$ cat src/csi2_video_pkg.sv
// ------------------------------------------------
// CSI-2 video stream package
// Pixel and line count widths and types
// ------------------------------------------------

package csi2_video_pkg;

  // Width of the pixel counter, enough for any line length
  localparam int PX_CNT_W = 32;

  // Width of the line counter, enough for any frame height
  localparam int LN_CNT_W = 32;

  // Number of pixels in one line
  typedef logic [PX_CNT_W-1:0] px_cnt_t;

  // Number of lines in one frame
  typedef logic [LN_CNT_W-1:0] ln_cnt_t;

endpackage

$ cat src/csi2_stat_pkg.sv
// ------------------------------------------------
// CSI-2 link statistics package
// Counter, address and register map definitions
// ------------------------------------------------

package csi2_stat_pkg;

  localparam int STAT_CNT_W  = 32;
  localparam int STAT_WORD_W = 32;
  localparam int STAT_ADDR_W = 3;

  // Error event count
  typedef logic [STAT_CNT_W-1:0] stat_cnt_t;

  // One word returned on the read port
  typedef logic [STAT_WORD_W-1:0] stat_word_t;

  // Register address
  typedef logic [STAT_ADDR_W-1:0] stat_addr_t;

  // Register map, address 7 is unmapped and reads as zero
  localparam stat_addr_t ADDR_HDR_ERR      = stat_addr_t'(0);
  localparam stat_addr_t ADDR_CORR_HDR_ERR = stat_addr_t'(1);
  localparam stat_addr_t ADDR_CRC_ERR      = stat_addr_t'(2);
  localparam stat_addr_t ADDR_MAX_LN       = stat_addr_t'(3);
  localparam stat_addr_t ADDR_MIN_LN       = stat_addr_t'(4);
  localparam stat_addr_t ADDR_MAX_PX       = stat_addr_t'(5);
  localparam stat_addr_t ADDR_MIN_PX       = stat_addr_t'(6);

  // Frame tracking in the geometry block
  typedef enum logic {
    GEOM_IDLE,
    GEOM_IN_FRAME
  } geom_state_t;

endpackage

$ cat src/csi2_stat_if.sv
// ------------------------------------------------
// CSI-2 statistics bundle
// Carries the seven live values to the snapshot block
// ------------------------------------------------

`timescale 1ns/1ns

interface csi2_stat_if;

  import csi2_video_pkg::*;
  import csi2_stat_pkg::*;

  // Error counts
  stat_cnt_t hdr_err_cnt;
  stat_cnt_t corr_hdr_err_cnt;
  stat_cnt_t crc_err_cnt;

  // Frame and line geometry
  ln_cnt_t   max_ln;
  ln_cnt_t   min_ln;
  px_cnt_t   max_px;
  px_cnt_t   min_px;

  modport err_src  (output hdr_err_cnt, corr_hdr_err_cnt, crc_err_cnt);
  modport geom_src (output max_ln, min_ln, max_px, min_px);
  modport sink     (input  hdr_err_cnt, corr_hdr_err_cnt, crc_err_cnt,
                           max_ln, min_ln, max_px, min_px);

endinterface

$ cat src/csi2_err_stat.sv
// ------------------------------------------------
// CSI-2 error statistics
// Synchronises receiver error pulses and counts them
// ------------------------------------------------

`timescale 1ns/1ns

module csi2_err_stat
(
  input  logic        clk_i,
  input  logic        rst_i,
  input  logic        clear_stat_i,
  input  logic        header_err_i,
  input  logic        corr_header_err_i,
  input  logic        crc_err_i,
  csi2_stat_if.err_src stat
);

  import csi2_stat_pkg::*;

  // Bit order is header, corrected, crc
  logic [2:0] err_meta;
  logic [2:0] err_sync;

  logic       hdr_err_s;
  logic       corr_err_s;
  logic       crc_err_s;

  stat_cnt_t  hdr_cnt;
  stat_cnt_t  corr_cnt;
  stat_cnt_t  crc_cnt;

  // Two flop stages out of the receiver clock domain
  always_ff @(posedge clk_i, posedge rst_i)
    if (rst_i)
      begin
        err_meta <= '0;
        err_sync <= '0;
      end
    else
      begin
        err_meta <= {header_err_i, corr_header_err_i, crc_err_i};
        err_sync <= err_meta;
      end

  assign hdr_err_s  = err_sync[2];
  assign corr_err_s = err_sync[1];
  assign crc_err_s  = err_sync[0];

  // Counters wrap freely, clear has priority over counting
  always_ff @(posedge clk_i, posedge rst_i)
    if (rst_i)
      begin
        hdr_cnt  <= '0;
        corr_cnt <= '0;
        crc_cnt  <= '0;
      end
    else if (clear_stat_i)
      begin
        hdr_cnt  <= '0;
        corr_cnt <= '0;
        crc_cnt  <= '0;
      end
    else
      begin
        if (hdr_err_s)
          hdr_cnt <= hdr_cnt + 1'b1;
        // A corrected flag only counts together with a header error
        if (hdr_err_s && corr_err_s)
          corr_cnt <= corr_cnt + 1'b1;
        if (crc_err_s)
          crc_cnt <= crc_cnt + 1'b1;
      end

  assign stat.hdr_err_cnt      = hdr_cnt;
  assign stat.corr_hdr_err_cnt = corr_cnt;
  assign stat.crc_err_cnt      = crc_cnt;

endmodule

$ cat src/csi2_geom_stat.sv
// ------------------------------------------------
// CSI-2 geometry statistics
// Tracks min and max line length and frame height
// ------------------------------------------------

`timescale 1ns/1ns

module csi2_geom_stat
(
  input  logic          clk_i,
  input  logic          rst_i,
  input  logic          clear_stat_i,
  input  logic          video_data_val_i,
  input  logic          video_proc_ready_i,
  input  logic          video_eol_i,
  input  logic          video_frame_start_i,
  csi2_stat_if.geom_src stat
);

  import csi2_video_pkg::*;
  import csi2_stat_pkg::*;

  logic        beat_acc;
  logic        eol_acc;
  logic        fs_acc;

  px_cnt_t     px_cnt;
  px_cnt_t     px_len;
  ln_cnt_t     ln_cnt;

  px_cnt_t     max_px;
  px_cnt_t     min_px;
  ln_cnt_t     max_ln;
  ln_cnt_t     min_ln;

  geom_state_t state;

  // Ready low is back-pressure, such a beat is not taken
  assign beat_acc = video_data_val_i & video_proc_ready_i;
  assign eol_acc  = beat_acc & video_eol_i;
  assign fs_acc   = beat_acc & video_frame_start_i;

  // Length of the line that ends on this beat
  assign px_len = px_cnt + 1'b1;

  // Beats in the current line
  always_ff @(posedge clk_i, posedge rst_i)
    if (rst_i)
      px_cnt <= '0;
    else if (eol_acc)
      px_cnt <= '0;
    else if (beat_acc)
      px_cnt <= px_len;

  // Lines in the current frame, frame start wins over end of line
  always_ff @(posedge clk_i, posedge rst_i)
    if (rst_i)
      ln_cnt <= '0;
    else if (fs_acc)
      ln_cnt <= '0;
    else if (eol_acc)
      ln_cnt <= ln_cnt + 1'b1;

  // No complete frame exists before the first frame start
  always_ff @(posedge clk_i, posedge rst_i)
    if (rst_i)
      state <= GEOM_IDLE;
    else if (clear_stat_i)
      state <= GEOM_IDLE;
    else
      case (state)
        GEOM_IDLE:
          begin
            if (fs_acc)
              state <= GEOM_IN_FRAME;
          end
        GEOM_IN_FRAME:
          state <= GEOM_IN_FRAME;
        default:
          state <= GEOM_IDLE;
      endcase

  // Line length extremes
  always_ff @(posedge clk_i, posedge rst_i)
    if (rst_i)
      begin
        max_px <= '0;
        min_px <= '1;
      end
    else if (clear_stat_i)
      begin
        max_px <= '0;
        min_px <= '1;
      end
    else if (eol_acc)
      begin
        if (px_len > max_px)
          max_px <= px_len;
        if (px_len < min_px)
          min_px <= px_len;
      end

  // Frame height extremes, closed frames only
  always_ff @(posedge clk_i, posedge rst_i)
    if (rst_i)
      begin
        max_ln <= '0;
        min_ln <= '1;
      end
    else if (clear_stat_i)
      begin
        max_ln <= '0;
        min_ln <= '1;
      end
    else if (fs_acc && (state == GEOM_IN_FRAME))
      begin
        if (ln_cnt > max_ln)
          max_ln <= ln_cnt;
        if (ln_cnt < min_ln)
          min_ln <= ln_cnt;
      end

  assign stat.max_px = max_px;
  assign stat.min_px = min_px;
  assign stat.max_ln = max_ln;
  assign stat.min_ln = min_ln;

endmodule

$ cat src/csi2_stat_regs.sv
// ------------------------------------------------
// CSI-2 statistics registers
// Snapshot of all values and an addressed read port
// ------------------------------------------------

`timescale 1ns/1ns

module csi2_stat_regs
(
  input  logic                     clk_i,
  input  logic                     rst_i,
  input  logic                     snap_i,
  input  logic                     rd_en_i,
  input  csi2_stat_pkg::stat_addr_t rd_addr_i,
  output csi2_stat_pkg::stat_word_t rd_data_o,
  output logic                     rd_val_o,
  csi2_stat_if.sink                stat
);

  import csi2_video_pkg::*;
  import csi2_stat_pkg::*;

  stat_cnt_t  snap_hdr;
  stat_cnt_t  snap_corr;
  stat_cnt_t  snap_crc;
  ln_cnt_t    snap_max_ln;
  ln_cnt_t    snap_min_ln;
  px_cnt_t    snap_max_px;
  px_cnt_t    snap_min_px;

  stat_word_t rd_word;
  stat_word_t rd_data;
  logic       rd_val;

  // Reads see a consistent set while the live values move on
  always_ff @(posedge clk_i, posedge rst_i)
    if (rst_i)
      begin
        snap_hdr    <= '0;
        snap_corr   <= '0;
        snap_crc    <= '0;
        snap_max_ln <= '0;
        snap_min_ln <= '1;
        snap_max_px <= '0;
        snap_min_px <= '1;
      end
    else if (snap_i)
      begin
        snap_hdr    <= stat.hdr_err_cnt;
        snap_corr   <= stat.corr_hdr_err_cnt;
        snap_crc    <= stat.crc_err_cnt;
        snap_max_ln <= stat.max_ln;
        snap_min_ln <= stat.min_ln;
        snap_max_px <= stat.max_px;
        snap_min_px <= stat.min_px;
      end

  // Address decode
  always_comb
    case (rd_addr_i)
      ADDR_HDR_ERR:      rd_word = stat_word_t'(snap_hdr);
      ADDR_CORR_HDR_ERR: rd_word = stat_word_t'(snap_corr);
      ADDR_CRC_ERR:      rd_word = stat_word_t'(snap_crc);
      ADDR_MAX_LN:       rd_word = stat_word_t'(snap_max_ln);
      ADDR_MIN_LN:       rd_word = stat_word_t'(snap_min_ln);
      ADDR_MAX_PX:       rd_word = stat_word_t'(snap_max_px);
      ADDR_MIN_PX:       rd_word = stat_word_t'(snap_min_px);
      default:           rd_word = '0;
    endcase

  always_ff @(posedge clk_i, posedge rst_i)
    if (rst_i)
      rd_val <= 1'b0;
    else
      rd_val <= rd_en_i;

  always_ff @(posedge clk_i)
    if (rd_en_i)
      rd_data <= rd_word;

  assign rd_val_o  = rd_val;
  assign rd_data_o = rd_data;

endmodule

$ cat src/csi2_stat_top.sv
// ------------------------------------------------
// CSI-2 link statistics top level
// Error and geometry blocks with snapshot read port
// ------------------------------------------------

`timescale 1ns/1ns

module csi2_stat_top
(
  input  logic                      clk_i,
  input  logic                      rst_i,
  input  logic                      clear_stat_i,

  // Error pulses from the receiver clock domain
  input  logic                      header_err_i,
  input  logic                      corr_header_err_i,
  input  logic                      crc_err_i,

  // Video beats in the pixel clock domain
  input  logic                      video_data_val_i,
  input  logic                      video_proc_ready_i,
  input  logic                      video_eol_i,
  input  logic                      video_frame_start_i,

  // Snapshot and read port
  input  logic                      snap_i,
  input  logic                      rd_en_i,
  input  csi2_stat_pkg::stat_addr_t rd_addr_i,
  output csi2_stat_pkg::stat_word_t rd_data_o,
  output logic                      rd_val_o
);

  csi2_stat_if stat_bus ();

  csi2_err_stat u_err_stat
  (
    .clk_i             (clk_i),
    .rst_i             (rst_i),
    .clear_stat_i      (clear_stat_i),
    .header_err_i      (header_err_i),
    .corr_header_err_i (corr_header_err_i),
    .crc_err_i         (crc_err_i),
    .stat              (stat_bus.err_src)
  );

  csi2_geom_stat u_geom_stat
  (
    .clk_i               (clk_i),
    .rst_i               (rst_i),
    .clear_stat_i        (clear_stat_i),
    .video_data_val_i    (video_data_val_i),
    .video_proc_ready_i  (video_proc_ready_i),
    .video_eol_i         (video_eol_i),
    .video_frame_start_i (video_frame_start_i),
    .stat                (stat_bus.geom_src)
  );

  csi2_stat_regs u_stat_regs
  (
    .clk_i     (clk_i),
    .rst_i     (rst_i),
    .snap_i    (snap_i),
    .rd_en_i   (rd_en_i),
    .rd_addr_i (rd_addr_i),
    .rd_data_o (rd_data_o),
    .rd_val_o  (rd_val_o),
    .stat      (stat_bus.sink)
  );

endmodule

$ cat config.mk
export PLATFORM = sky130hd
export DESIGN_NAME = csi2_stat_top
export DESIGN_NICKNAME = d
export VERILOG_FILES = /design/src/csi2_video_pkg.sv /design/src/csi2_stat_pkg.sv /design/src/csi2_stat_if.sv /design/src/csi2_err_stat.sv /design/src/csi2_geom_stat.sv /design/src/csi2_stat_regs.sv /design/src/csi2_stat_top.sv
export SDC_FILE = /design/constraint.sdc
export NUM_CORES = 1
export LEC_CHECK = 0
export BUFFER_PORTS_ARGS = -buffer_cell sky130_fd_sc_hd__buf_2
export CAP_MARGIN = 20
export CORE_MARGIN = 10
export CORE_UTILIZATION = 30
export DETAILED_ROUTE_END_ITERATION = 8
export GPL_TIMING_DRIVEN = 0
export PLACE_DENSITY = 0.44
export SYNTH_ARGS = -nofsm -noshare
export SYNTH_HDL_FRONTEND = slang
export SYNTH_SLANG_ARGS = --single-unit
$ cat constraint.sdc
create_clock -name clk_i -period 24.1 [get_ports clk_i]
set_input_delay 3.615 -clock clk_i [delete_from_list [all_inputs] [get_ports clk_i]]
set_output_delay 3.615 -clock clk_i [all_outputs]
set_load 0.02 [all_outputs]
---- Yosys cells after proc, flatten, opt, wreduce, memory -nomap -nowiden ----
Index checks and enable logic that the tools add are counted.
storage, ports and cells
  output and inout bits ................... 33
  flip-flop bits (word level) ............. 552
  word-level logic and storage cells ...... 84
  input bits .............................. 15
cells by class
  bitwise operators ....................... 4
  reduce and logical (&&, ||, !) cells .... 18
  muxes and demuxes ....................... 26
  magnitude comparators ................... 4
  add/subtract/negate cells ............... 5
  equal/unequal tests ..................... 6
operators by type and width
  cell                                                 number
  2-to-1 mux 32 bit                                    22
  one-hot mux 32 bit (7 select lines)                  1
  adder 32 x 1 -> 32 bit, second input constant        5
  greater-than comparator 32 bit                       2
  < comparator 32 bit                                  2
  nonzero test 2 bit                                   11
  equality test 3 bit, second input constant           3
  AND reduction 2 bit                                  4
  equality test 3 x 2 -> 1 bit, second input constant  2
  AND 1 bit                                            3
  equality test 3 x 1 -> 1 bit, second input constant  1
  logical NOT 3 bit                                    1
  logical AND 1 bit                                    2
  2-to-1 mux 1 bit                                     2
  one-hot mux 1 bit (2 select lines)                   1
  inverter 1 bit                                       1

---- Longest topological paths before layout ----
  depth after elaboration ................. 5
  mapped depth ............................ 15
  mapped depth without buffers ............ 13

---- Hierarchy ----
From an unflattened synthesis, not the netlist that was laid out.
second synthesis, totals
  cells, all modules ...................... 2,693
  area total of the unflattened synthesis .. 28,954.0 µm²
by module, submodules not included
  module          instances  cells each  area an instance (µm²)  sequential area each (µm²)
  csi2_geom_stat  1          1,389       12,270.5                4,909.7
  csi2_stat_regs  1          762         11,482.3                6,671.4
  csi2_err_stat   1          542         5,201.2                 2,552.4

---- Least setup slack after synthesis ----
No wires, ideal clock.
  path kind ............................... input port to flip-flop
  from .................................... input port rd_addr_i[2]
  to ...................................... register u_stat_regs.rd_data[1] (netlist: u_stat_regs.rd_data_o[1]), data pin
  buffers on the path ..................... 3
  library setup time ...................... 0.260 ns
  arrival time ............................ 5.041 ns
  path slack .............................. 18.799 ns
  required time ........................... 23.840 ns
  stages .................................. 6
  cells stage by stage .................... buf_2 > buf_2 > clkbuf_1 > mux2i_1 > o21ai_0 > mux2_2
between the ends
  cells in the longest elaborated chain, start to end .. 2
  elaborated cells on any way between the ends .. 8
  those cells by class .................... eq/ne (6); mux (1); reduce/logical (1)
ends and longest elaborated chain
  element                                      RTL line              text
  start, declared                              csi2_stat_top.sv:28   input csi2_stat_pkg::stat_addr_t rd_addr_i,
  equality test 3 bit (tied with other cells)  csi2_stat_regs.sv:60  case (rd_addr_i)
  one-hot mux 32 bit (7 select lines) (*)      csi2_stat_regs.sv:60
  named net u_stat_regs.rd_word[1]             csi2_stat_regs.sv:31  stat_word_t rd_word;
  end signal, assigned                         csi2_stat_regs.sv:79  rd_data <= rd_word;
  end, declared                                csi2_stat_regs.sv:32  stat_word_t rd_data;
Mark *: on every way through the listed nets, which the timed path passes. The rest lies on a longest branch.
A chain may end at the register's enable or synchronous reset.

---- Worst setup path after layout ----
  from .................................... input port video_eol_i
  to ...................................... register u_geom_stat.ln_cnt[29]
between the ends
  cells in the longest elaborated chain, start to end .. 2
ends and longest elaborated chain
  element                              RTL line              text
  start, declared                      csi2_stat_top.sv:22   input logic video_eol_i,
  AND 1 bit                            csi2_geom_stat.sv:40  assign eol_acc = beat_acc & video_eol_i;
  nonzero test 2 bit (no source line)  -
  end signal, assigned                 csi2_geom_stat.sv:62  ln_cnt <= ln_cnt + 1'b1;
  end, declared                        csi2_geom_stat.sv:29  ln_cnt_t ln_cnt;
No other way between the ends.

==> flow_summary.ini <==
[run_status]
status = complete, no violations

[logic_synthesis]
synth_top_family_by_area = multiplexers
synth_warnings = 0
synthSimpleGateAreaFrac = 0.130
async_reset_ff_frac = 0.942
synth_mux_area_frac = 0.145
synth_nets = 2797
synth-compound-area-share = 0.0830
ys_top_cells_by_count = dfrtp_1, nor2_1, mux2_2
yosys.area.top_type = dfrtp_1
synth_area_leaders = dfrtp_1, dfstp_2, mux2_2
ys_seq_area_frac = 0.502
synth_adder_area_share = 0.0582
synth.cell_area_mm2 = 0.0282
synth-edff-count = 32
ys_ff_latch = 552
synth_xor_area_frac = 0.0401
synth_most_common_cell = dfrtp_1
synthFlopType = dfrtp_1
yosys.area.top_type_share = 0.348
syn_avg_cell_area_um2 = 10.6
ys_types = 68
synthCells = 2651

[cells_and_area]
final_nets = 2914
fillCellCount = 9379
fin_cells = 4075
syn_to_final_growth_pct = 14.5
drive_above_1_share = 0.197
insertedDiodeCount = 0
final_util = 0.346
final_cell_area_mm2 = 0.0323

[power]
swShare = 0.257
p_leak_nw = 14.6
p_total_mw = 2.15
p_sw_mw = 0.553
peakVddDrop_v = 0.0000396
pwr-share-comb = 0.078
seq_power_share = 0.458
power_density_mw_per_mm2 = 66.7
p_clk_frac = 0.464
intPower_mw = 1.60

[place]
pre_cts_ws_ns = 17.11
numPortBuffers = 41
gp_congestion = 0.879
hpwl_mm = 72.0
place_area_mm2 = 0.0301
dp.cells = 3951

[drt]
firstDrtPassIters = 5
ant_nets = 0
drc_errors = 0
viasPerCell = 5.07
totalWireLength_mm = 94.0
drt-initial-drc-count = 1611
wire_per_inst_um = 23.1
vias = 20700

[global_route]
grt_max_degree = 127
grt_pass1_wl_mm = 140
grt_antenna_before_repair = 5
grt_pass1_vias = 20800
grt_util_all_layers = 0.174
grt-ovfl-total = 0

[clock_tree]
insertion_delay_ns = 0.61
cts_hold_buf = 0
h-tree-depth = 3
cts_sinks = 552
cts_made_buffers = 68
clk_pin_slew_ns = 0.05
post_cts_buffers = 0
cts_root_buf = clkbuf_16
clockBufferDepth = 3
post_cts_resized = 0
tritoncts = built

[job]
maxCapViolCount = 0

[sta]
period_share = 0.273
hold_slack_ns = 0.349
grt_setup_unrepaired = false
slew_violations = 0
worstMarginPinSlew_ns = 1.25
fin_crit_ns = 6.57
fin_skew_ns = 0.0318
slew_headroom = 0.162
hold_viol_final = 0
tns_ns = 0
setup_ws_ns = 17.53
fmaxAchievable_mhz = 152
setup_viol = 0

[worst_hold_path]
hold_path_class = register to register

[setup_path]
end_kind = register
cp-start-kind = input port
crit_arrival_ns = 7.04
critPathRequiredTime_ns = 24.57
crit_fanout = 8
critPathKind = input port to register

[die]
ios = 48
num_rows = 112
core_area_mm2 = 0.0932
initial_utilization = 0.302
die_h_um = 326
dieWidth_um = 326
dieArea_mm2 = 0.107
placed cells by master, fill, tap and decap left out, types with 128 or more instances in the layout:
cell	instances
a21oi_1	160
clkbuf_1	135
dfrtp_1	392
dfstp_2	128
ha_1	131
inv_1	157
mux2_2	230
nand2_1	191
nor2_1	259
o21ai_0	147
cell type report:
class,instances,area (µm²),share of cell area
Clock inverter,22,140,0.00434
Buffer,143,586,0.0181
Multi-Input combinational cell,1798,12900,0.399
Inverter,158,601,0.0186
Tap cell,1254,1570,0.0486
Sequential cell,552,14100,0.438
Clock buffer,101,2030,0.0629
Timing Repair Buffer,47,348,0.0108
layer usage:
layer / routed length (µm) / track usage / share of wire
met1: 43400 / 0.239 / 0.46
met2: 42300 / 0.272 / 0.45
met3: 4940 / 0.0301 / 0.053
met4: 3310 / 0.0666 / 0.035
met5: 13 / 0 / 0.00014
power groups by stage:
| stage | sequential [mW] | clock, mW | combinational [mW] |
|---|---|---|---|
| detailed placement | 1.00 | 0 | 0.169 |
| finish | 0.985 | 0.999 | 0.168 |
| CTS | 0.985 | 1.03 | 0.170 |
| global route | 0.987 | 1.06 | 0.186 |
| global placement | 1.00 | 0 | 0.164 |
| floorplan | 0.994 | 0 | 0.104 |
worst paths after layout:
path / cells past startpoint / from / end / slack (ns)
setup reg to reg: 13 / u_geom_stat.px_cnt[1] / u_geom_stat.stat.max_px[28] / 19.29
hold / removal: 0 / u_err_stat.err_meta[1] / u_err_stat.err_sync[1] / 0.35
hold reg to reg: 0 / u_err_stat.err_meta[1] / u_err_stat.err_sync[1] / 0.35
min in group asynchronous: 2 / rst_i / u_geom_stat.px_cnt[4] / 3.12
max in group asynchronous: 4 / rst_i / u_stat_regs.snap_min_ln[19] / 19.33
setup / recovery: 7 / video_eol_i / u_geom_stat.ln_cnt[29] / 17.53
logic make-up after synthesis:
kind of cell,after synthesis
AOI/OAI and AO/OA,404
adders and majority gates,131
xor gates and xnor gates,129
and+or+nand+nor,780
buffers and inverters,301
DFF,552
muxes,354
worst max-delay path, cell delays in order:
cell and delay (ns):
clkbuf_1 0.56, nand3_1 0.57, nor4_1 1.18, nand2_1 0.36, nor4_1 0.49, xnor2_1 0.19, nor2_1 0.06
Note: power is estimated with default switching activity, not from simulation.
